`config.mk`:
```
export PLATFORM = sky130hd
export DESIGN_NAME = recovery_top
export DESIGN_NICKNAME = d
export VERILOG_FILES = /design/src/design/recovery_pkg.sv /design/src/design/recovery_cmd_parser.sv /design/src/design/recovery_rx_queue.sv /design/src/design/recovery_executor.sv /design/src/design/recovery_csr_file.sv /design/src/design/recovery_tx_framer.sv /design/src/design/recovery_top.sv
export SDC_FILE = /design/constraint.sdc
export NUM_CORES = 1
export LEC_CHECK = 0
export ABC_AREA = 1
export BUFFER_PORTS_ARGS = -buffer_cell sky130_fd_sc_hd__buf_2
export CORE_MARGIN = 2
export CORE_UTILIZATION = 49
export DETAILED_ROUTE_END_ITERATION = 6
export PLACE_DENSITY = 0.66
export RECOVER_POWER = 100
export SYNTH_ARGS = -nofsm -noshare
export SYNTH_HDL_FRONTEND = slang
export SYNTH_SLANG_ARGS = --single-unit
```
`constraint.sdc`:
```
create_clock -name clk_i -period 7.5 [get_ports clk_i]
set_input_delay 0.75 -clock clk_i [delete_from_list [all_inputs] [get_ports clk_i]]
set_output_delay 0.75 -clock clk_i [all_outputs]
set_load 0.02 [all_outputs]
```
`src/design/recovery_pkg.sv`:
```
// Recovery command layer shared types, command codes and register byte lengths
package recovery_pkg;

  typedef logic [7:0]  byte_t;
  typedef logic [31:0] word_t;
  typedef logic [15:0] len_t;

  // Recovery command codes handled by this device
  typedef enum logic [7:0] {
    CMD_PROT_CAP           = 8'd34,
    CMD_DEVICE_STATUS      = 8'd36,
    CMD_DEVICE_RESET       = 8'd37,
    CMD_RECOVERY_CTRL      = 8'd38,
    CMD_RECOVERY_STATUS    = 8'd39,
    CMD_INDIRECT_FIFO_DATA = 8'd47
  } command_e;

  // Protocol status codes, reported in DEVICE_STATUS byte 1
  typedef enum logic [7:0] {
    PROTOCOL_OK              = 8'h0,
    PROTOCOL_ERROR_READ_ONLY = 8'h1,
    PROTOCOL_ERROR_PARAMETER = 8'h2,
    PROTOCOL_ERROR_LENGTH    = 8'h3,
    PROTOCOL_ERROR_CRC       = 8'h4
  } protocol_error_e;

  // Register word selector
  typedef enum logic [3:0] {
    CSR_PROT_CAP_0      = 4'd0,
    CSR_PROT_CAP_1      = 4'd1,
    CSR_DEVICE_STATUS   = 4'd2,
    CSR_DEVICE_RESET    = 4'd3,
    CSR_RECOVERY_CTRL   = 4'd4,
    CSR_RECOVERY_STATUS = 4'd5,
    CSR_FIFO_DATA       = 4'd6,
    CSR_INVALID         = 4'hF
  } csr_e;

  // One parsed transaction
  typedef struct packed {
    logic            is_rd;
    command_e        cmd;
    len_t            len;
    protocol_error_e err;
  } recovery_cmd_t;

  // Register lengths in bytes
  localparam len_t PROT_CAP_LEN        = 16'd8;
  localparam len_t DEVICE_STATUS_LEN   = 16'd4;
  localparam len_t DEVICE_RESET_LEN    = 16'd3;
  localparam len_t RECOVERY_CTRL_LEN   = 16'd3;
  localparam len_t RECOVERY_STATUS_LEN = 16'd2;
  localparam len_t DEFAULT_LEN         = 16'd4;

  function automatic len_t cmd_length(command_e cmd);
    len_t len;
    case (cmd)
      CMD_PROT_CAP:        len = PROT_CAP_LEN;
      CMD_DEVICE_STATUS:   len = DEVICE_STATUS_LEN;
      CMD_DEVICE_RESET:    len = DEVICE_RESET_LEN;
      CMD_RECOVERY_CTRL:   len = RECOVERY_CTRL_LEN;
      CMD_RECOVERY_STATUS: len = RECOVERY_STATUS_LEN;
      default:             len = DEFAULT_LEN;
    endcase
    return len;
  endfunction

endpackage

```
`src/design/recovery_cmd_parser.sv`:
```
// Command parser that turns bus transaction bytes into a command and a payload stream
`timescale 1ns/1ps

module recovery_cmd_parser (
  input  logic                        clk_i,
  input  logic                        rst_ni,
  input  logic                        rx_start_i,
  input  logic                        rx_rd_i,
  input  logic                        rx_valid_i,
  input  recovery_pkg::byte_t         rx_byte_i,
  input  logic                        rx_end_i,
  input  logic                        rx_pec_err_i,
  output logic                        cmd_valid_o,
  output recovery_pkg::recovery_cmd_t cmd_o,
  output logic                        pl_valid_o,
  output recovery_pkg::byte_t         pl_byte_o,
  output logic                        pl_flush_o
);

  // Byte index saturates at 3, the first payload byte of a write
  logic [1:0]                      idx_q;
  recovery_pkg::len_t              pl_cnt_q;
  logic                            open_q;
  logic                            busy_q;
  logic                            take_pl;
  recovery_pkg::recovery_cmd_t     cmd_q;
  recovery_pkg::protocol_error_e   err_d;

  assign take_pl = rx_valid_i & open_q & ~cmd_q.is_rd & (idx_q == 2'd3);
  assign cmd_o   = cmd_q;

  // Frame check at rx_end
  always_comb begin
    err_d = recovery_pkg::PROTOCOL_OK;
    if (rx_pec_err_i) begin
      err_d = recovery_pkg::PROTOCOL_ERROR_CRC;
    end else if (idx_q == 2'd0) begin
      err_d = recovery_pkg::PROTOCOL_ERROR_LENGTH;
    end else if (!cmd_q.is_rd && (idx_q != 2'd3 || pl_cnt_q != cmd_q.len)) begin
      err_d = recovery_pkg::PROTOCOL_ERROR_LENGTH;
    end
  end

  always_ff @(posedge clk_i or negedge rst_ni) begin
    if (!rst_ni) begin
      idx_q       <= '0;
      pl_cnt_q    <= '0;
      open_q      <= 1'b0;
      busy_q      <= 1'b0;
      pl_valid_o  <= 1'b0;
      pl_flush_o  <= 1'b0;
      cmd_valid_o <= 1'b0;
    end else begin
      pl_valid_o  <= take_pl;
      pl_flush_o  <= rx_end_i & open_q;
      // Flush reaches the queue one cycle ahead of the command
      cmd_valid_o <= pl_flush_o;
      if (rx_start_i) begin
        idx_q    <= '0;
        pl_cnt_q <= '0;
        open_q   <= 1'b1;
        busy_q   <= 1'b1;
      end else begin
        if (rx_valid_i && open_q && idx_q != 2'd3) idx_q <= idx_q + 2'd1;
        if (take_pl) pl_cnt_q <= pl_cnt_q + 16'd1;
        if (rx_end_i) open_q <= 1'b0;
        if (cmd_valid_o) busy_q <= 1'b0;
      end
    end
  end

  // Command fields and payload byte
  always_ff @(posedge clk_i) begin
    pl_byte_o <= rx_byte_i;
    if (rx_start_i) begin
      cmd_q.is_rd <= rx_rd_i;
      cmd_q.len   <= '0;
    end else if (rx_valid_i && open_q) begin
      case (idx_q)
        2'd0: cmd_q.cmd <= recovery_pkg::command_e'(rx_byte_i);
        2'd1: if (!cmd_q.is_rd) cmd_q.len[7:0] <= rx_byte_i;
        2'd2: if (!cmd_q.is_rd) cmd_q.len[15:8] <= rx_byte_i;
        default: ;
      endcase
    end
    if (rx_end_i && open_q) cmd_q.err <= err_d;
  end

  // Bus layer holds off new frames until the executor has finished
  assert property (@(posedge clk_i) disable iff (!rst_ni) rx_start_i |-> !busy_q)
    else $error("frame started while a command is outstanding");

endmodule

```
`src/design/recovery_rx_queue.sv`:
```
// Payload queue that packs bytes into words and returns one word per request
`timescale 1ns/1ps

module recovery_rx_queue #(
  parameter int unsigned RX_QUEUE_DEPTH = 8
) (
  input  logic                clk_i,
  input  logic                rst_ni,
  input  logic                pl_valid_i,
  input  recovery_pkg::byte_t pl_byte_i,
  input  logic                pl_flush_i,
  input  logic                rx_req_i,
  input  logic                rx_clr_i,
  output logic                rx_ack_o,
  output recovery_pkg::word_t rx_data_o
);

  localparam int unsigned PtrW = (RX_QUEUE_DEPTH > 1) ? $clog2(RX_QUEUE_DEPTH) : 1;
  localparam logic [PtrW-1:0] LastPtr = PtrW'(RX_QUEUE_DEPTH - 1);

  recovery_pkg::word_t mem_q [RX_QUEUE_DEPTH];
  recovery_pkg::word_t pack_q;
  recovery_pkg::word_t push_word;
  logic [1:0]          pack_cnt_q;
  logic [PtrW-1:0]     wptr_q;
  logic [PtrW-1:0]     rptr_q;
  logic [PtrW:0]       count_q;
  logic                push;

  // Full word on the fourth byte, partial word on flush
  assign push      = (pl_valid_i && pack_cnt_q == 2'd3) || (pl_flush_i && pack_cnt_q != 2'd0);
  assign push_word = pl_valid_i ? {pl_byte_i, pack_q[23:0]} : pack_q;

  always_ff @(posedge clk_i or negedge rst_ni) begin
    if (!rst_ni) begin
      pack_q     <= '0;
      pack_cnt_q <= '0;
      wptr_q     <= '0;
      rptr_q     <= '0;
      count_q    <= '0;
      rx_ack_o   <= 1'b0;
    end else if (rx_clr_i) begin
      pack_q     <= '0;
      pack_cnt_q <= '0;
      wptr_q     <= '0;
      rptr_q     <= '0;
      count_q    <= '0;
      rx_ack_o   <= 1'b0;
    end else begin
      rx_ack_o <= rx_req_i;
      if (push) begin
        pack_q     <= '0;
        pack_cnt_q <= '0;
        wptr_q     <= (wptr_q == LastPtr) ? '0 : wptr_q + 1'b1;
      end else if (pl_valid_i) begin
        pack_q[8*pack_cnt_q +: 8] <= pl_byte_i;
        pack_cnt_q                <= pack_cnt_q + 2'd1;
      end
      if (rx_req_i) rptr_q <= (rptr_q == LastPtr) ? '0 : rptr_q + 1'b1;
      count_q <= count_q + (PtrW+1)'(push) - (PtrW+1)'(rx_req_i);
    end
  end

  always_ff @(posedge clk_i) begin
    if (push && !rx_clr_i) mem_q[wptr_q] <= push_word;
    if (rx_req_i) rx_data_o <= mem_q[rptr_q];
  end

  assert property (@(posedge clk_i) disable iff (!rst_ni)
                   push |-> count_q < (PtrW+1)'(RX_QUEUE_DEPTH))
    else $error("payload queue overflow");

endmodule

```
`src/design/recovery_executor.sv`:
```
// Command executor FSM that runs one command against the recovery registers
`timescale 1ns/1ps

module recovery_executor (
  input  logic                          clk_i,
  input  logic                          rst_ni,
  input  logic                          cmd_valid_i,
  input  recovery_pkg::recovery_cmd_t   cmd_i,
  output logic                          cmd_done_o,
  output logic                          rx_req_o,
  input  logic                          rx_ack_i,
  input  recovery_pkg::word_t           rx_data_i,
  output logic                          rx_clr_o,
  output recovery_pkg::csr_e            csr_sel_o,
  output logic                          csr_we_o,
  output recovery_pkg::word_t           csr_wdata_o,
  input  recovery_pkg::word_t           csr_rdata_i,
  output logic                          status_we_o,
  output recovery_pkg::protocol_error_e status_code_o,
  output logic                          payload_set_o,
  output logic                          res_valid_o,
  output recovery_pkg::len_t            res_len_o,
  input  logic                          res_dready_i,
  output logic                          res_dvalid_o,
  output recovery_pkg::byte_t           res_data_o,
  output logic                          res_dlast_o
);

  typedef enum logic [2:0] {
    Idle,
    CsrWrite,
    CsrRead,
    CsrReadData,
    Error,
    Done
  } state_e;

  state_e                        state_q;
  state_e                        state_d;
  recovery_pkg::csr_e            csr_sel_q;
  recovery_pkg::csr_e            start_sel;
  recovery_pkg::protocol_error_e status_q;
  recovery_pkg::protocol_error_e start_status;
  // Words left on a write, bytes left on a read
  recovery_pkg::len_t            cnt_q;
  recovery_pkg::len_t            words;
  logic [1:0]                    bcnt_q;
  logic                          wr_en_q;
  logic                          ff_data_q;
  logic                          wait_q;
  logic                          known;
  logic                          reg_wr;
  logic                          beat;

  assign words = (cmd_i.len >> 2) + recovery_pkg::len_t'(|cmd_i.len[1:0]);
  assign beat  = res_dvalid_o & res_dready_i;

  // Command decode
  always_comb begin
    start_sel = recovery_pkg::CSR_INVALID;
    known     = 1'b1;
    reg_wr    = 1'b0;
    case (cmd_i.cmd)
      recovery_pkg::CMD_PROT_CAP:           start_sel = recovery_pkg::CSR_PROT_CAP_0;
      recovery_pkg::CMD_DEVICE_STATUS:      start_sel = recovery_pkg::CSR_DEVICE_STATUS;
      recovery_pkg::CMD_RECOVERY_STATUS:    start_sel = recovery_pkg::CSR_RECOVERY_STATUS;
      recovery_pkg::CMD_INDIRECT_FIFO_DATA: start_sel = recovery_pkg::CSR_FIFO_DATA;
      recovery_pkg::CMD_DEVICE_RESET: begin
        start_sel = recovery_pkg::CSR_DEVICE_RESET;
        reg_wr    = 1'b1;
      end
      recovery_pkg::CMD_RECOVERY_CTRL: begin
        start_sel = recovery_pkg::CSR_RECOVERY_CTRL;
        reg_wr    = 1'b1;
      end
      default: known = 1'b0;
    endcase
    if (cmd_i.err != recovery_pkg::PROTOCOL_OK) begin
      start_status = cmd_i.err;
    end else if (!known) begin
      start_status = recovery_pkg::PROTOCOL_ERROR_PARAMETER;
    end else if (!cmd_i.is_rd && !reg_wr && start_sel != recovery_pkg::CSR_FIFO_DATA) begin
      start_status = recovery_pkg::PROTOCOL_ERROR_READ_ONLY;
    end else begin
      start_status = recovery_pkg::PROTOCOL_OK;
    end
  end

  always_comb begin
    state_d = state_q;
    case (state_q)
      Idle: begin
        if (cmd_valid_i) begin
          if (cmd_i.err != recovery_pkg::PROTOCOL_OK || !known) state_d = Error;
          else if (cmd_i.is_rd) state_d = CsrRead;
          else if (words == '0) state_d = Done;
          else state_d = CsrWrite;
        end
      end
      CsrWrite:    if (rx_ack_i && cnt_q == 16'd1) state_d = Done;
      CsrRead:     state_d = CsrReadData;
      CsrReadData: if (beat && cnt_q == 16'd1) state_d = Done;
      Error:       state_d = Done;
      default:     state_d = Idle;
    endcase
  end

  always_ff @(posedge clk_i or negedge rst_ni) begin
    if (!rst_ni) begin
      state_q   <= Idle;
      csr_sel_q <= recovery_pkg::CSR_INVALID;
      status_q  <= recovery_pkg::PROTOCOL_OK;
      cnt_q     <= '0;
      bcnt_q    <= '0;
      wr_en_q   <= 1'b0;
      ff_data_q <= 1'b0;
      wait_q    <= 1'b0;
      rx_req_o  <= 1'b0;
    end else begin
      state_q  <= state_d;
      rx_req_o <= 1'b0;
      wait_q   <= 1'b0;
      case (state_q)
        Idle: if (cmd_valid_i) begin
          csr_sel_q <= start_sel;
          status_q  <= start_status;
          cnt_q     <= cmd_i.is_rd ? recovery_pkg::cmd_length(cmd_i.cmd) : words;
          bcnt_q    <= '0;
          wr_en_q   <= ~cmd_i.is_rd & reg_wr;
          ff_data_q <= ~cmd_i.is_rd & (start_sel == recovery_pkg::CSR_FIFO_DATA);
          rx_req_o  <= ~cmd_i.is_rd & known & (words != '0) &
                       (cmd_i.err == recovery_pkg::PROTOCOL_OK);
        end
        CsrWrite: if (rx_ack_i) begin
          // Writable registers are one word wide and later words are only drained
          cnt_q    <= cnt_q - 16'd1;
          wr_en_q  <= 1'b0;
          rx_req_o <= (cnt_q != 16'd1);
        end
        CsrReadData: if (beat) begin
          cnt_q  <= cnt_q - 16'd1;
          bcnt_q <= bcnt_q + 2'd1;
          if (bcnt_q == 2'd3 && cnt_q != 16'd1) begin
            // Read data of the next word lags the select by a cycle
            csr_sel_q <= recovery_pkg::csr_e'(csr_sel_q + 4'd1);
            wait_q    <= 1'b1;
          end
        end
        default: ;
      endcase
    end
  end

  assign csr_sel_o     = csr_sel_q;
  assign csr_we_o      = (state_q == CsrWrite) & rx_ack_i & wr_en_q;
  assign csr_wdata_o   = rx_data_i;
  assign rx_clr_o      = (state_q == Error);
  assign status_we_o   = (state_q == Done);
  assign status_code_o = status_q;
  assign payload_set_o = (state_q == Done) & ff_data_q & (status_q == recovery_pkg::PROTOCOL_OK);
  assign cmd_done_o    = (state_q == Done);

  // Response length still holds the full byte count while in CsrRead
  assign res_valid_o  = (state_q == CsrRead);
  assign res_len_o    = cnt_q;
  assign res_dvalid_o = (state_q == CsrReadData) & ~wait_q;
  assign res_data_o   = csr_rdata_i[8*bcnt_q +: 8];
  assign res_dlast_o  = res_dvalid_o & (cnt_q == 16'd1);

  // Register writes only land on writable words
  assert property (@(posedge clk_i) disable iff (!rst_ni)
                   csr_we_o |-> (csr_sel_o == recovery_pkg::CSR_DEVICE_RESET ||
                                 csr_sel_o == recovery_pkg::CSR_RECOVERY_CTRL))
    else $error("register write to a read-only word");

endmodule

```
`src/design/recovery_csr_file.sv`:
```
// Recovery register file with registered read mux, status byte and payload flag
`timescale 1ns/1ps

module recovery_csr_file #(
  parameter logic [63:0] PROT_CAP_VALUE = '0
) (
  input  logic                          clk_i,
  input  logic                          rst_ni,
  input  recovery_pkg::csr_e            csr_sel_i,
  input  logic                          csr_we_i,
  input  recovery_pkg::word_t           csr_wdata_i,
  input  logic                          status_we_i,
  input  recovery_pkg::protocol_error_e status_code_i,
  input  logic                          payload_set_i,
  input  logic                          payload_ack_i,
  input  recovery_pkg::word_t           recovery_status_i,
  output recovery_pkg::word_t           csr_rdata_o,
  output logic                          payload_available_o,
  output logic                          image_activated_o,
  output recovery_pkg::word_t           reset_ctrl_o
);

  // DEVICE_RESET and RECOVERY_CTRL hold three bytes
  localparam recovery_pkg::word_t WriteMask = 32'h00FF_FFFF;

  recovery_pkg::word_t           reset_q;
  recovery_pkg::word_t           ctrl_q;
  recovery_pkg::protocol_error_e status_q;
  logic                          avail_q;

  always_ff @(posedge clk_i or negedge rst_ni) begin
    if (!rst_ni) begin
      reset_q  <= '0;
      ctrl_q   <= '0;
      status_q <= recovery_pkg::PROTOCOL_OK;
      avail_q  <= 1'b0;
    end else begin
      if (csr_we_i && csr_sel_i == recovery_pkg::CSR_DEVICE_RESET) begin
        reset_q <= csr_wdata_i & WriteMask;
      end
      if (csr_we_i && csr_sel_i == recovery_pkg::CSR_RECOVERY_CTRL) begin
        ctrl_q <= csr_wdata_i & WriteMask;
      end
      if (status_we_i) status_q <= status_code_i;
      // New payload wins over an ack in the same cycle
      if (payload_set_i) avail_q <= 1'b1;
      else if (payload_ack_i) avail_q <= 1'b0;
    end
  end

  // Read mux
  always_ff @(posedge clk_i) begin
    case (csr_sel_i)
      recovery_pkg::CSR_PROT_CAP_0:      csr_rdata_o <= PROT_CAP_VALUE[31:0];
      recovery_pkg::CSR_PROT_CAP_1:      csr_rdata_o <= PROT_CAP_VALUE[63:32];
      recovery_pkg::CSR_DEVICE_STATUS:   csr_rdata_o <= {16'h0, status_q, 8'h0};
      recovery_pkg::CSR_DEVICE_RESET:    csr_rdata_o <= reset_q;
      recovery_pkg::CSR_RECOVERY_CTRL:   csr_rdata_o <= ctrl_q;
      recovery_pkg::CSR_RECOVERY_STATUS: csr_rdata_o <= {16'h0, recovery_status_i[15:0]};
      default:                           csr_rdata_o <= '0;
    endcase
  end

  assign payload_available_o = avail_q;
  assign image_activated_o   = (ctrl_q[23:16] == 8'h0F);
  assign reset_ctrl_o        = reset_q;

endmodule

```
`src/design/recovery_tx_framer.sv`:
```
// Response framer that sends the two length bytes and then the data bytes
`timescale 1ns/1ps

module recovery_tx_framer (
  input  logic                clk_i,
  input  logic                rst_ni,
  input  logic                res_valid_i,
  input  recovery_pkg::len_t  res_len_i,
  input  logic                res_dvalid_i,
  input  recovery_pkg::byte_t res_data_i,
  input  logic                res_dlast_i,
  input  logic                tx_ready_i,
  output logic                res_dready_o,
  output logic                tx_valid_o,
  output recovery_pkg::byte_t tx_byte_o,
  output logic                tx_last_o
);

  typedef enum logic [1:0] {
    PhIdle,
    PhLenLo,
    PhLenHi,
    PhData
  } phase_e;

  phase_e             phase_q;
  recovery_pkg::len_t len_q;
  logic               hs;

  assign tx_valid_o   = (phase_q == PhLenLo) | (phase_q == PhLenHi) |
                        ((phase_q == PhData) & res_dvalid_i);
  assign tx_byte_o    = (phase_q == PhLenLo) ? len_q[7:0] :
                        (phase_q == PhLenHi) ? len_q[15:8] : res_data_i;
  assign tx_last_o    = tx_valid_o & (phase_q == PhData) & res_dlast_i;
  assign res_dready_o = (phase_q == PhData) & tx_ready_i;
  assign hs           = tx_valid_o & tx_ready_i;

  always_ff @(posedge clk_i or negedge rst_ni) begin
    if (!rst_ni) begin
      phase_q <= PhIdle;
    end else begin
      case (phase_q)
        PhIdle:  if (res_valid_i) phase_q <= PhLenLo;
        PhLenLo: if (hs) phase_q <= PhLenHi;
        PhLenHi: if (hs) phase_q <= PhData;
        PhData:  if (hs && res_dlast_i) phase_q <= PhIdle;
        default: phase_q <= PhIdle;
      endcase
    end
  end

  always_ff @(posedge clk_i) begin
    if (res_valid_i) len_q <= res_len_i;
  end

  // A stalled byte stays put, including data held by the executor
  assert property (@(posedge clk_i) disable iff (!rst_ni)
                   tx_valid_o && !tx_ready_i |=> tx_valid_o && $stable(tx_byte_o))
    else $error("tx byte changed while stalled");

endmodule

```
`src/design/recovery_top.sv`:
```
// Recovery command layer top level connecting parser, queue, executor, registers and framer
`timescale 1ns/1ps

module recovery_top #(
  parameter logic [63:0] PROT_CAP_VALUE = 64'h0123_4567_89AB_CDEF,
  parameter int unsigned RX_QUEUE_DEPTH = 8
) (
  input  logic                clk_i,
  input  logic                rst_ni,
  input  logic                rx_start_i,
  input  logic                rx_rd_i,
  input  logic                rx_valid_i,
  input  recovery_pkg::byte_t rx_byte_i,
  input  logic                rx_end_i,
  input  logic                rx_pec_err_i,
  input  logic                tx_ready_i,
  output logic                tx_valid_o,
  output recovery_pkg::byte_t tx_byte_o,
  output logic                tx_last_o,
  input  recovery_pkg::word_t recovery_status_i,
  input  logic                payload_ack_i,
  output logic                payload_available_o,
  output logic                image_activated_o,
  output recovery_pkg::word_t reset_ctrl_o,
  output logic                cmd_done_o
);

  logic                          cmd_valid;
  recovery_pkg::recovery_cmd_t   cmd;
  logic                          pl_valid;
  recovery_pkg::byte_t           pl_byte;
  logic                          pl_flush;
  logic                          rx_req;
  logic                          rx_ack;
  logic                          rx_clr;
  recovery_pkg::word_t           rx_data;
  recovery_pkg::csr_e            csr_sel;
  logic                          csr_we;
  recovery_pkg::word_t           csr_wdata;
  recovery_pkg::word_t           csr_rdata;
  logic                          status_we;
  recovery_pkg::protocol_error_e status_code;
  logic                          payload_set;
  logic                          res_valid;
  recovery_pkg::len_t            res_len;
  logic                          res_dready;
  logic                          res_dvalid;
  recovery_pkg::byte_t           res_data;
  logic                          res_dlast;

  recovery_cmd_parser u_parser (
    .clk_i        (clk_i),
    .rst_ni       (rst_ni),
    .rx_start_i   (rx_start_i),
    .rx_rd_i      (rx_rd_i),
    .rx_valid_i   (rx_valid_i),
    .rx_byte_i    (rx_byte_i),
    .rx_end_i     (rx_end_i),
    .rx_pec_err_i (rx_pec_err_i),
    .cmd_valid_o  (cmd_valid),
    .cmd_o        (cmd),
    .pl_valid_o   (pl_valid),
    .pl_byte_o    (pl_byte),
    .pl_flush_o   (pl_flush)
  );

  recovery_rx_queue #(
    .RX_QUEUE_DEPTH (RX_QUEUE_DEPTH)
  ) u_rx_queue (
    .clk_i      (clk_i),
    .rst_ni     (rst_ni),
    .pl_valid_i (pl_valid),
    .pl_byte_i  (pl_byte),
    .pl_flush_i (pl_flush),
    .rx_req_i   (rx_req),
    .rx_clr_i   (rx_clr),
    .rx_ack_o   (rx_ack),
    .rx_data_o  (rx_data)
  );

  recovery_executor u_executor (
    .clk_i         (clk_i),
    .rst_ni        (rst_ni),
    .cmd_valid_i   (cmd_valid),
    .cmd_i         (cmd),
    .cmd_done_o    (cmd_done_o),
    .rx_req_o      (rx_req),
    .rx_ack_i      (rx_ack),
    .rx_data_i     (rx_data),
    .rx_clr_o      (rx_clr),
    .csr_sel_o     (csr_sel),
    .csr_we_o      (csr_we),
    .csr_wdata_o   (csr_wdata),
    .csr_rdata_i   (csr_rdata),
    .status_we_o   (status_we),
    .status_code_o (status_code),
    .payload_set_o (payload_set),
    .res_valid_o   (res_valid),
    .res_len_o     (res_len),
    .res_dready_i  (res_dready),
    .res_dvalid_o  (res_dvalid),
    .res_data_o    (res_data),
    .res_dlast_o   (res_dlast)
  );

  recovery_csr_file #(
    .PROT_CAP_VALUE (PROT_CAP_VALUE)
  ) u_csr_file (
    .clk_i               (clk_i),
    .rst_ni              (rst_ni),
    .csr_sel_i           (csr_sel),
    .csr_we_i            (csr_we),
    .csr_wdata_i         (csr_wdata),
    .status_we_i         (status_we),
    .status_code_i       (status_code),
    .payload_set_i       (payload_set),
    .payload_ack_i       (payload_ack_i),
    .recovery_status_i   (recovery_status_i),
    .csr_rdata_o         (csr_rdata),
    .payload_available_o (payload_available_o),
    .image_activated_o   (image_activated_o),
    .reset_ctrl_o        (reset_ctrl_o)
  );

  recovery_tx_framer u_tx_framer (
    .clk_i        (clk_i),
    .rst_ni       (rst_ni),
    .res_valid_i  (res_valid),
    .res_len_i    (res_len),
    .res_dvalid_i (res_dvalid),
    .res_data_i   (res_data),
    .res_dlast_i  (res_dlast),
    .tx_ready_i   (tx_ready_i),
    .res_dready_o (res_dready),
    .tx_valid_o   (tx_valid_o),
    .tx_byte_o    (tx_byte_o),
    .tx_last_o    (tx_last_o)
  );

endmodule

```
-- Word-level counts from Yosys, hierarchy flattened
Memory sizes are Yosys's and may differ from the RTL's. A register that Yosys moved wholly into a read port is not among the register bits.
Index checks and enable logic that the tools add are counted.
- add/subtract/negate cells: 10
- muxes and demuxes: 70
- reductions and logical operators: 56
- bitwise gates (word level): 26
- order comparisons: 0
- eq/ne operators: 43
- divide/modulo/power cells: 0
- shift-type cells: 3
- multiply operators: 0
- operators with widths (operator ; count):
    32-bit case mux with 6 select lines ; 1
    32-bit two-way mux ; 4
    16-bit two-way mux ; 6
    8-bit by 6-bit == test with 1-bit output, second input constant ; 6
    16-bit case mux with 3 select lines ; 1
    3-bit two-way mux ; 13
    5-bit negation with 34-bit output ; 1
    8-bit by 34-bit variable shift with 32-bit output, first input constant ; 1
    8-bit by 34-bit variable part select with 32-bit output ; 1
    32-bit bitwise mux ; 1
    8-bit two-way mux ; 4
    32-bit by 6-bit variable part select with 8-bit output ; 1
    2-bit two-way mux ; 12
    4-bit case mux with 6 select lines ; 1
    1-bit bitwise AND ; 21
    3-bit AND reduction ; 6
    2-bit nonzero test ; 9
    1-bit two-way mux ; 17
    16-bit by 1-bit adder with 16-bit output, second input constant ; 1
    16-bit by 1-bit == test with 1-bit output, second input constant ; 1
    16-bit logical NOT ; 1
    8-bit logical NOT ; 2
    16-bit by 1-bit != test with 1-bit output, second input constant ; 1
    16-bit != test ; 1
    other kinds (39) ; 95
- output and inout port bits: 45
- memory bits (writable): 256
- register bits: 248
- input port bits: 49
- latch bits: 0
- ROM bits: 0
- memories kept: 1
- word-level logic and storage cells: 243
- memories (name ; depth ; width ; rd ports ; clocked after Yosys merged registers in ; wr ports ; line ; text):
    u_rx_queue.mem_q ; 8 ; 32 ; 1 ; 1 ; 1 ; recovery_rx_queue.sv:21 ; recovery_pkg::word_t mem_q [RX_QUEUE_DEPTH];

-- Longest topological paths before layout
Gate-level depths: netlist of run 1.
- depth in word-level cells: 9
- depth in mapped cells: 15
- mapped depth without buffers: 15

-- By module
From an unflattened synthesis of run 1, not the netlist that was laid out.
- cells, all modules: 2669
- area total of the unflattened synthesis: 24279.5 sq um
- by module, submodules not included (module ; area each (sq um) ; cells each ; times used ; sequential area each (sq um)):
    recovery_rx_queue ; 14083.5 ; 1399 ; 1 ; 9674.3
    recovery_csr_file ; 3567.2 ; 408 ; 1 ; 1946.9
    recovery_executor ; 3244.4 ; 496 ; 1 ; 930.9
    recovery_cmd_parser ; 2481.1 ; 281 ; 1 ; 1361.3
    recovery_tx_framer ; 903.4 ; 85 ; 1 ; 530.5

-- Least setup slack after synthesis of run 1
Ideal clock, no wire load.
- path type: register -> register
- from: register u_rx_queue.pack_cnt_q[0]
- to: memory u_rx_queue.mem_q[0][0] (netlist name) (enable)
- buffers on the path: 0
- setup time: 405 ps
- required time: 7095 ps
- period minus slack after synthesis: 2673 ps
- arrival time: 2268 ps
- path slack: 4827 ps
- stages on the path, launching flop included: 9
- path through: dfrtp_1 > inv_1 > ha_1 > clkinv_1 > a22o_1 > nand2_1 > inv_1 > nand2_1 > nor2_1
- word-level cells in the longest chain between the ends: 6
- elaborated cells on any way between the ends: 8
- classes of those cells: eq/ne: 1; mux: 2; reduce/logical: 5
- RTL lines (element ; line ; text):
    from (decl) ; recovery_rx_queue.sv:24 ; logic [1:0] pack_cnt_q;
    from (signal assigned) ; recovery_rx_queue.sv:57 ; pack_cnt_q <= pack_cnt_q + 2'd1;
    2-bit == test / 2-bit nonzero test (equally long branches) ; recovery_rx_queue.sv:31 ; assign push = (pl_valid_i && pack_cnt_q == 2'd3) || (pl_flush_i && pack_cnt_q != 2'd0);
    1-bit logical AND ; recovery_rx_queue.sv:31 ;
    1-bit logical OR * ; recovery_rx_queue.sv:31 ;
    1-bit logical AND * ; recovery_rx_queue.sv:65 ; if (push && !rx_clr_i) mem_q[wptr_q] <= push_word;
    1-bit two-way mux * ; recovery_rx_queue.sv:65 ;
    1-bit two-way mux (not written as such) * ; recovery_rx_queue.sv:65 ;
    to (decl) ; recovery_rx_queue.sv:21 ;
Mark *: on every way between the ends. The rest lies on a longest branch, timed or not.

==> impl_metrics.tcl, run 1 <==
set metrics [dict create \
    antenna_found_initial 1 \
    yosysTopAreaCellShare_pct 39.32 \
    fin_skew_ns 0.03065 \
    critical_path_class "flop to flop" \
    r2r-end "u_rx_queue.rx_data_o[9]$_DFFE_PP_" \
    postCtsHoldBufs 0 \
    fin_tns_setup_ns 0 \
    final_util_pct 54.89 \
    pin_count 94 \
    start_util_pct 49.50 \
    clk_latency_ns 0.58 \
    yosysTopAreaCell "edfxtp_1" \
    maxSlewViolCount 499 \
    cp_data_required_time_ns 7.81 \
    worstMarginPinSlew_ns 3.215 \
    slew_headroom_pct -114.3 \
    rsz0062_at_grt "no" \
    end_kind "flop" \
    drive_gt1_share_pct 6.472 \
    synth_ff_type "edfxtp_1" \
    p_leak_nw 8.075 \
    combPwrFrac_pct 2.7 \
    pwr-share-seq_pct 52.0 \
    yosysSeqAreaShare_pct 63.75 \
    grt_max_degree 86 \
    core_sq_um 37490 \
    finalSetupViolations 0 \
    critPathCapture "u_rx_queue.rx_data_o[9]$_DFFE_PP_" \
    yosys_warnings 0 \
    grt_overflow 0 \
    synth_edf_count 243 \
    num_rows 71 \
    status "finished with violations" \
    cts_setup_buffers 0 \
    gp_congestion 0.8396 \
    dp_hpwl_um 27140 \
    fin_crit_sh_pct 59.63 \
    htree_levels 2 \
    drc 0 \
    synth_seq_cells 434 \
    clk_pin_slew_ns 0.06 \
    grt_pass1_vias 12490 \
    die_h_um 198.6 \
    portBuffers 69 \
    power_density_nw_per_um2 240.8 \
    wl_um 42470 \
    crit_start "u_rx_queue.rptr_q[0]$_DFFE_PN0P_" \
    areaGrowthSynthToFinish_pct 10.88 \
    max_freq_mhz 223.6 \
    die_area_sq_um 39450 \
    min_period_ns 4.472 \
    wl_per_cell_um 17.72 \
    cts_buffers 45 \
    layout_commonest_cell "nor2_1" \
    postCtsResizedCells 0 \
    r2r_start "u_rx_queue.rptr_q[0]$_DFFE_PN0P_" \
    grt_first_pass_wirelength_um 66860 \
    ys_types 56 \
    ant_nets 0 \
    swShare_pct 21.26 \
    p_int_mw 3.901 \
    yosys-top-cells-area "edfxtp_1, dfrtp_1, o21ai_0" \
    cts_sinks 434 \
    synthesis.area_sq_um 18560 \
    reg2reg_depth 5 \
    finalNetCount 1924 \
    synthCells 1794 \
    cts_tree "done" \
    p_switching_mw 1.053 \
    violations "max-capacitance violations, max-slew violations" \
    worstPathArrival_ns 4.78 \
    syn_area_per_cell_sq_um 10.34 \
    final_cell_mix "nor2_1, nand2_1, o21ai_0" \
    hold_ws_ns 0.2449 \
    p_clk_share_pct 45.3 \
    hold_viol_final 0 \
    drt_iter0_markers 947 \
    ir_drop_uv 142.6 \
    rrSetupSlack_ns 3.03 \
    viasPerCell 5.379 \
    die_x_um 198.6 \
    via_count 12890 \
    clk_path_buf_depth 3 \
    start_kind "flop" \
    antenna_cells 0 \
    async_reset_ff_share_pct 32.49 \
    track_usage_pct 21.90 \
    first_pass_iters 5 \
    worstHoldPathType "primary input to asynchronous set/reset pin" \
    cap_viol_max_count 15 \
    crit_fanout 63 \
    cts_root_buf "clkbuf_16" \
]
-- worst min path at each step --
stage,start,endpoint,slack (ns),cells after the start
2_1_floorplan,u_parser.pl_flush_o$_DFF_PN0_,u_parser.cmd_valid_o$_DFF_PN0_,0.35,0
3_3_place_gp,u_executor.res_len_o[15]$_DFFE_PN0P_,u_tx_framer.len_q[15]$_DFFE_PN_,0.43,0
3_5_place_dp,u_executor.res_len_o[15]$_DFFE_PN0P_,u_tx_framer.len_q[15]$_DFFE_PN_,0.44,0
4_1_cts,rst_ni,u_csr_file.reset_ctrl_o[0]$_DFFE_PN0P_,0.26,1
5_1_grt,rst_ni,u_csr_file.reset_ctrl_o[14]$_DFFE_PN0P_,0.30,1
6_report,rst_ni,u_csr_file.reset_ctrl_o[12]$_DFFE_PN0P_,0.24,1
-- power groups by stage --
stage | Sequential (mW) | Combinational (mW) | Clock (mW)
6_report | 2.58 | 0.131 | 2.24
5_1_grt | 2.58 | 0.151 | 2.38
4_1_cts | 2.58 | 0.145 | 2.28
3_5_place_dp | 2.63 | 0.144 | 0
3_3_place_gp | 2.62 | 0.140 | 0
2_1_floorplan | 2.61 | 0.0851 | 0
-- registers in the layout (all words and copies together) (netlist names), 3 cells and up --
signal                    count
u_rx_queue.mem_q            192
u_parser.cmd_o               27
u_csr_file.csr_rdata_o       26
u_csr_file.ctrl_q            24
u_csr_file.reset_ctrl_o      24
u_rx_queue.pack_q            24
u_rx_queue.rx_data_o         24
u_executor.res_len_o         16
u_parser.pl_cnt_q            16
u_tx_framer.len_q            16
u_parser.pl_byte_o            8
u_executor.csr_sel_o          4
u_csr_file.status_q           3
u_executor.state_q            3
u_executor.status_code_o      3
u_rx_queue.rptr_q             3
u_rx_queue.wptr_q             3
-- routing by layer --
metal / vias up / track usage [%] / part of all wire (%) / wire length [um]
met5: - / 0 / 0 / 0
met2: 373 / 35.51 / 47 / 19990
li1: 6277 / - / - / -
met1: 6163 / 29.76 / 44 / 18890
met3: 75 / 4.137 / 5.7 / 2417
met4: 0 / 7.435 / 2.8 / 1178
-- cell type report --
class | instances | area [sq um]
Clock buffer | 62 | 1251
Clock inverter | 22 | 250.2
Fill cell | 3324 | 16910
Inverter | 165 | 620.6
Multi-Input combinational cell | 1124 | 5645
Sequential cell | 434 | 11830
Tap cell | 511 | 639.4
Timing Repair Buffer | 78 | 337.8
-- Yosys cell counts (all sizes together) (3+ instances only) --
master,number
a22oi,11
ha,27
mux2,12
edfxtp,243
o31ai,3
a21boi,3
xnor2,7
or2,3
clkinv,5
o2111ai,13
o22ai,35
a211oi,3
inv,160
a21oi,49
dfstp,4
o21ai,246
a31oi,30
o221ai,8
clkbuf,53
o211ai,8
a22o,3
dfrtp,137
nand2,249
dfxtp,50
nand4,19
buf,25
nor4,5
nor3,22
nand3,54
xor2,10
nor2,288
-- cell families after synthesis --
group	count (synthesis)	share of synthesized area, %
AND/OR/NAND/NOR	643	14.85
flip-flops	434	63.75
AO/OA/AOI/OAI	417	12.66
buffers and inverters	243	5.367
adder cells (fa/ha/maj)	27	1.820
XOR/XNOR	17	0.8023
multiplexers	12	0.7281
other	1	0.02021
-- critical path, stage by stage, from the launching register on --
cell	delay [ns]
dfrtp_2	0.38
buf_4	0.27
inv_1	0.76
clkbuf_1	1.91
o21ai_0	0.32
a31oi_1	0.52
-- metrics by stage --
stage	cells	setup WS, ns	area (sq um)	power [mW]
floorplan	1801	4.827	18580	2.699
global placement	2312	4.623	19330	2.764
detailed placement	2312	4.561	19330	2.770
CTS	2396	4.093	20840	5.007
global route	2396	2.624	20580	5.113
finish	2396	3.028	20580	4.954
(Power assumes the default switching activity.)
==> run 2: changes to the inputs <==
PLACE_DENSITY = 0.69   (was 0.66)
clock period = 3.75 ns   (was 7.5 ns; I/O delays follow)
==> run 2 against run 1 <==
Against the previous run: the flow still finishes with violations (max-capacitance violations, max-slew violations); total power rose by 94%; via count is 1.7% higher; sequential power is 100% higher; die area did not move; register-to-register slack lost 2.3 ns; maximum frequency grew 46%; cell area down 0.12%; sequential cell count unchanged; largest cell class unchanged; largest power group unchanged; highest routed layer unchanged.
==> impl_metrics.tcl, run 2 (same netlist as run 1, synthesis figures left out) <==
set metrics [dict create \
    status "finished with violations" \
    violations "max-capacitance violations, max-slew violations" \
    met2WireLength_um 20340 \
    clk_latency_ns 0.56 \
    cp_data_required_time_ns 4.21 \
    final_cell_mix "nor2_1, nand2_1, edfxtp_1" \
    wl_um 42590 \
    layout_setup_ws_ns 0.6791 \
    die_area_sq_um 39450 \
    grt_max_degree 89 \
    worstMarginPinSlew_ns 2.207 \
    fin_tns_setup_ns 0 \
    ant_nets 0 \
    crit_top_cell "inv_1" \
    core_sq_um 37490 \
    pin_count 94 \
    cts_tree "done" \
    hold_viol_final 0 \
    start_util_pct 49.50 \
    num_rows 71 \
    grt_pass1_vias 12450 \
    postCtsResizedCells 0 \
    slowest_stage "nor2_1" \
    met3WireLength_um 2230 \
    first_pass_iters 5 \
    finalSetupViolations 0 \
    crit_fanout 17 \
    regMostFlops "u_rx_queue.mem_q" \
    p_leak_nw 8.046 \
    track_usage_pct 21.93 \
    cap_viol_max_count 2 \
    cp_num_buf_inv 3 \
    multi_input_area_sq_um 5639 \
    drive_gt1_share_pct 6.906 \
    wl_met1_um 18860 \
    ir_drop_uv 325.6 \
    largest_register_ffs 192 \
    fillers 3232 \
    layout_commonest_cell "nor2_1" \
    maxSlewViolCount 138 \
    finalPower_mw 9.601 \
    htree_levels 2 \
    placed_area_sq_um 19440 \
    grt_overflow 0 \
    start_kind "flop" \
    viasPerCell 5.442 \
    power_density_nw_per_um2 467.2 \
    hold_ws_ns 0.04999 \
    regArea_sq_um 11830 \
    gp_congestion 0.8427 \
    die_h_um 198.6 \
    fin_skew_ns 0.01992 \
    fin_crit_sh_pct 81.89 \
    worstHoldPathType "primary input to flop" \
    dp.cells 2330 \
    dp_hpwl_um 27990 \
    antenna_found_initial 2 \
    via_count 13110 \
    grt_first_pass_wirelength_um 67300 \
    finalNetCount 1942 \
    die_x_um 198.6 \
    rrSetupSlack_ns 0.68 \
    final_util_pct 54.82 \
    cts_buffers 41 \
    layoutNonFillerInstCount 2408 \
    worstPathArrival_ns 3.53 \
    rsz0062_at_grt "no" \
    wl_per_cell_um 17.69 \
    end_kind "flop" \
    min_period_ns 3.071 \
    slew_headroom_pct -47.16 \
    portBuffers 69 \
    cts_sinks 434 \
    drc 0 \
    cp_slowest_stage_delay_ns 0.77 \
    maxUsedRoutingLayer "met4" \
    path_cells "inv_1, ha_1, clkinv_1, a22o_1, nor2_1, inv_1, o22ai_1" \
    cts_root_buf "clkbuf_16" \
    critical_path_class "flop to flop" \
    clk_path_buf_depth 3 \
    crit_family "buffers and inverters" \
    pre_cts_ws_ns 1.120 \
    antenna_cells 0 \
    clk_pin_slew_ns 0.07 \
    final_cell_area_sq_um 20550 \
    max_freq_mhz 325.6 \
    areaGrowthSynthToFinish_pct 10.75 \
    drt_iter0_markers 1047 \
]
-- run 2: cell count changes in the layout (fill, tap and decap cells not counted), moves of 4 or more --
cell,delta
clkbuf_2,+11
nor2_2,+6
clkinv_1,+5
nor2_1,-5
buf_4,+4
clkbuf_8,-4
dlygate4sd3_1,+4
-- run 2: worst reg2reg max path, cell delays in order, from the launching register on --
cell      delay (ns)
dfrtp_1         0.46
inv_1           0.12
ha_1            0.17
clkinv_1        0.36
a22o_1          0.33
nor2_1          0.77
inv_1           0.48
o22ai_1         0.28
-- run 2: metal layers --
layer / GRT usage [%] / vias to the layer above
li1: - / 6322
met1: 29.80 / 6311
met2: 36.66 / 405
met3: 2.848 / 67
met4: 7.214 / 0
met5: 0 / -
-- run 2: timing repair --
action / 4_1_cts / 5_1_grt
hold buffers: 4 / 0
setup endpoints to repair: 0 / 0
setup buffers: 0 / 0
hold endpoints to repair: 85 / 0
-- run 2: power breakdown --
part	internal, mW	switching, mW	total [mW]
Clock	2.39	1.78	4.17
Sequential	5.09	0.0671	5.16
Combinational	0.0748	0.197	0.271
Total	7.55	2.05	9.60
-- run 2: path summary, 6_finish.rpt --
path	start	end	cells after the start
min reg2reg	u_parser.pl_flush_o$_DFF_PN0_	u_parser.cmd_valid_o$_DFF_PN0_	0
max in group asynchronous	rst_ni	u_rx_queue.pack_q[8]$_DFFE_PN0P_	3
min	rx_end_i	u_parser.open_q$_DFFE_PN0P_	2
min in group asynchronous	rst_ni	u_csr_file.ctrl_q[14]$_DFFE_PN0P_	2
max	u_rx_queue.pack_cnt_q[0]$_DFFE_PN0P_	u_rx_queue.wptr_q[0]$_DFFE_PN0P_	7
max reg2reg	u_rx_queue.pack_cnt_q[0]$_DFFE_PN0P_	u_rx_queue.wptr_q[0]$_DFFE_PN0P_	7
-- run 2: final cells by class --
type                    instances  share of cell area, %
flip-flops and latches        434                  57.57
multi-input cells            1124                  27.44
clock inverters                24                  1.224
inverters                     165                  3.020
repair buffers                100                  2.277
well taps                     511                  3.111
clock buffers                  50                  5.363
==> run 3: changes to the inputs <==
ABC_AREA = 0   (was 1)
clock period = 2.77 ns   (was 3.75 ns; I/O delays follow)
==> run 3 against run 2 <==
Against the previous run: clock skew fell by 0.0051 ns; via count fell by 18%; largest power group unchanged; critical endpoint is now tx_last_o; the flow still finishes with violations (max-capacitance violations, max-slew violations); core utilization rose by 1.8 points.
==> impl_metrics.tcl, run 3 <==
set metrics [dict create \
    drive_gt1_share_pct 18.91 \
    viasPerCell 5.682 \
    fillers 2879 \
    synth_edf_count 243 \
    worstHoldPathType "primary input to flop" \
    crit_family "simple AND/OR/NAND/NOR gates" \
    finalSetupViolations 0 \
    via_count 10710 \
    final_cell_mix "edfxtp_1, dfrtp_1, nand2_1" \
    start_util_pct 49.53 \
    yosysSeqAreaShare_pct 65.56 \
    cap_viol_max_count 2 \
    worstPathArrival_ns 2.42 \
    ant_nets 0 \
    wl_per_cell_um 20.48 \
    rrSetupSlack_ns 0.12 \
    start_kind "flop" \
    yosysTopAreaCell "edfxtp_1" \
    num_rows 70 \
    synthesis.area_sq_um 18050 \
    regMostFlops "u_rx_queue.mem_q" \
    fin_crit_sh_pct 97.48 \
    drc 0 \
    power_density_nw_per_um2 753.4 \
    die_x_um 195.9 \
    p_int_mw 11.44 \
    grt_overflow 0 \
    syn_area_per_cell_sq_um 14.23 \
    first_pass_iters 7 \
    end_kind "output port" \
    clk_path_buf_depth 3 \
    largest_register_ffs 192 \
    yosys.cell_count.top_type "edfxtp_1" \
    yosys-top-cells-area "edfxtp_1, dfrtp_1, mux4_2" \
    fin_skew_ns 0.01482 \
    max_freq_mhz 370.3 \
    synth_seq_cells 434 \
    combPwrFrac_pct 14.2 \
    synth_ff_type "edfxtp_1" \
    violations "max-capacitance violations, max-slew violations" \
    maxSlewViolCount 67 \
    ys_types 69 \
    antenna_cells 0 \
    worstMarginPinSlew_ns 1.632 \
    finalNetCount 1458 \
    cp_data_required_time_ns 2.49 \
    netlist_top_cells_count "edfxtp_1, dfrtp_1, nand2_1, mux2_2, nor2_1" \
    pwr-share-seq_pct 48.0 \
    clk_pin_slew_ns 0.06 \
    cp_slowest_stage_delay_ns 0.50 \
    fin_tns_setup_ns 0 \
    status "finished with violations" \
    rsz0062_at_grt "yes" \
    clk_latency_ns 0.55 \
    cts_root_buf "clkbuf_16" \
    grt_pass1_vias 10900 \
    die_area_sq_um 38380 \
    synthCells 1268 \
    layoutNonFillerInstCount 1885 \
    hold_viol_final 0 \
    wl_um 38610 \
    slew_headroom_pct -8.822 \
    grt_max_degree 56 \
    gp_congestion 0.8551 \
    cp_num_buf_inv 1 \
    path_cells "or3_1, nor4_4, nand4_4, nor3b_2, buf_2" \
    p_clk_share_pct 37.8 \
    antenna_found_initial 1 \
    dp_hpwl_um 24820 \
    critical_path_class "flop to output port" \
    dp.cells 1776 \
    portBuffers 69 \
    slowest_stage "or3_1" \
    core_sq_um 36430 \
    cts_sinks 434 \
    grt_first_pass_wirelength_um 61180 \
    async_reset_ff_share_pct 32.49 \
    swShare_pct 26.47 \
    ir_drop_uv 371.8 \
    cts_tree "done" \
    htree_levels 2 \
    areaGrowthSynthToFinish_pct 14.41 \
    cts_buffers 43 \
    drt_iter0_markers 878 \
    track_usage_pct 20.55 \
    min_period_ns 2.700 \
    die_h_um 195.9 \
    yosys_warnings 0 \
    crit_fanout 7 \
    layout_commonest_cell "edfxtp_1" \
    yosysTopAreaCellShare_pct 40.44 \
    p_leak_nw 8.091 \
    pin_count 94 \
    p_switching_mw 4.117 \
]
[run 3: tightest hold or removal path, cell delays in order]
cell and delay, ns:
buf_2 0.08, a22oi_1 0.07, o211ai_1 0.09
[run 3: per-layer routing]
| metal | track usage, % | vias up | wire [um] |
|---|---|---|---|
| li1 | - | 4960 | - |
| met1 | 28.17 | 5397 | 17080 |
| met2 | 33.68 | 274 | 18590 |
| met3 | 3.490 | 77 | 1918 |
| met4 | 6.762 | 2 | 1000 |
| met5 | 0 | - | 13 |
[run 3: metrics by stage]
stage	worst slack, ns	hold WS [ns]	utilization [%]	cell area, sq um	power (mW)
after floorplan	-0.05503	-0.01859	-	18080	9.008
after global placement	0.2037	0.2932	52.49	19120	9.672
after detailed placement	0.1717	0.2938	52.49	19120	9.713
after CTS	0.009428	0.0007839	57.23	20850	15.69
after global routing	0.00007994	0.02739	56.67	20650	16.19
final	0.06975	0.01428	56.67	20650	15.55
[run 3: logic make-up (layout without fill, tap and decap cells)]
group	count (synthesis)	after routing	synth area share [%]
adders and majority gates	27	27	1.872
DFF	434	434	65.56
other	1	8	0.02078
xor gates and xnor gates	49	49	2.378
and+or+nand+nor	320	320	9.020
buffers and inverters	103	245	2.378
muxes	144	144	11.94
AOI/OAI and AO/OA	190	190	6.829
[run 3: power by group through the flow]
| stage | Sequential, mW | Clock, mW | Combinational [mW] |
|---|---|---|---|
| detailed placement | 7.59 | 0 | 2.12 |
| finish | 7.46 | 5.88 | 2.21 |
| global route | 7.50 | 6.26 | 2.43 |
| global placement | 7.57 | 0 | 2.10 |
| CTS | 7.46 | 5.99 | 2.24 |
| floorplan | 7.44 | 0 | 1.57 |
[run 3: final timing paths]
path	depth (start not counted)	to	startpoint
max in group asynchronous	3	u_rx_queue.pack_q[3]$_DFFE_PN0P_	rst_ni
min in group asynchronous	2	u_executor.res_len_o[7]$_DFFE_PN0P_	rst_ni
setup reg to reg	3	u_rx_queue.rx_data_o[10]$_DFFE_PP_	u_rx_queue.rptr_q[1]$_DFFE_PN0P_
hold / removal	3	u_csr_file.csr_rdata_o[10]$_SDFF_PN0_	recovery_status_i[10]
hold reg to reg	0	u_parser.cmd_valid_o$_DFF_PN0_	u_parser.pl_flush_o$_DFF_PN0_
setup / recovery	5	tx_last_o	u_executor.res_len_o[6]$_DFFE_PN0P_
[run 3: area by class of cell]
type	count	area (sq um)	area share, %
Timing Repair Buffer	137	819.5	3.969
Tap cell	468	585.6	2.836
Multi-Input combinational cell	738	5853	28.35
Clock buffer	59	1217	5.897
Clock inverter	21	229.0	1.109
Inverter	28	108.9	0.5272
Sequential cell	434	11830	57.31
[run 3: what timing repair did]
action                                  4_1_cts  5_1_grt
setup buffers                                 1        2
pin swaps                                     3        1
resized for setup                             3        3
hold buffers                                 26        0
endpoints found under the setup margin        6        4
endpoints found under the hold margin        85        0
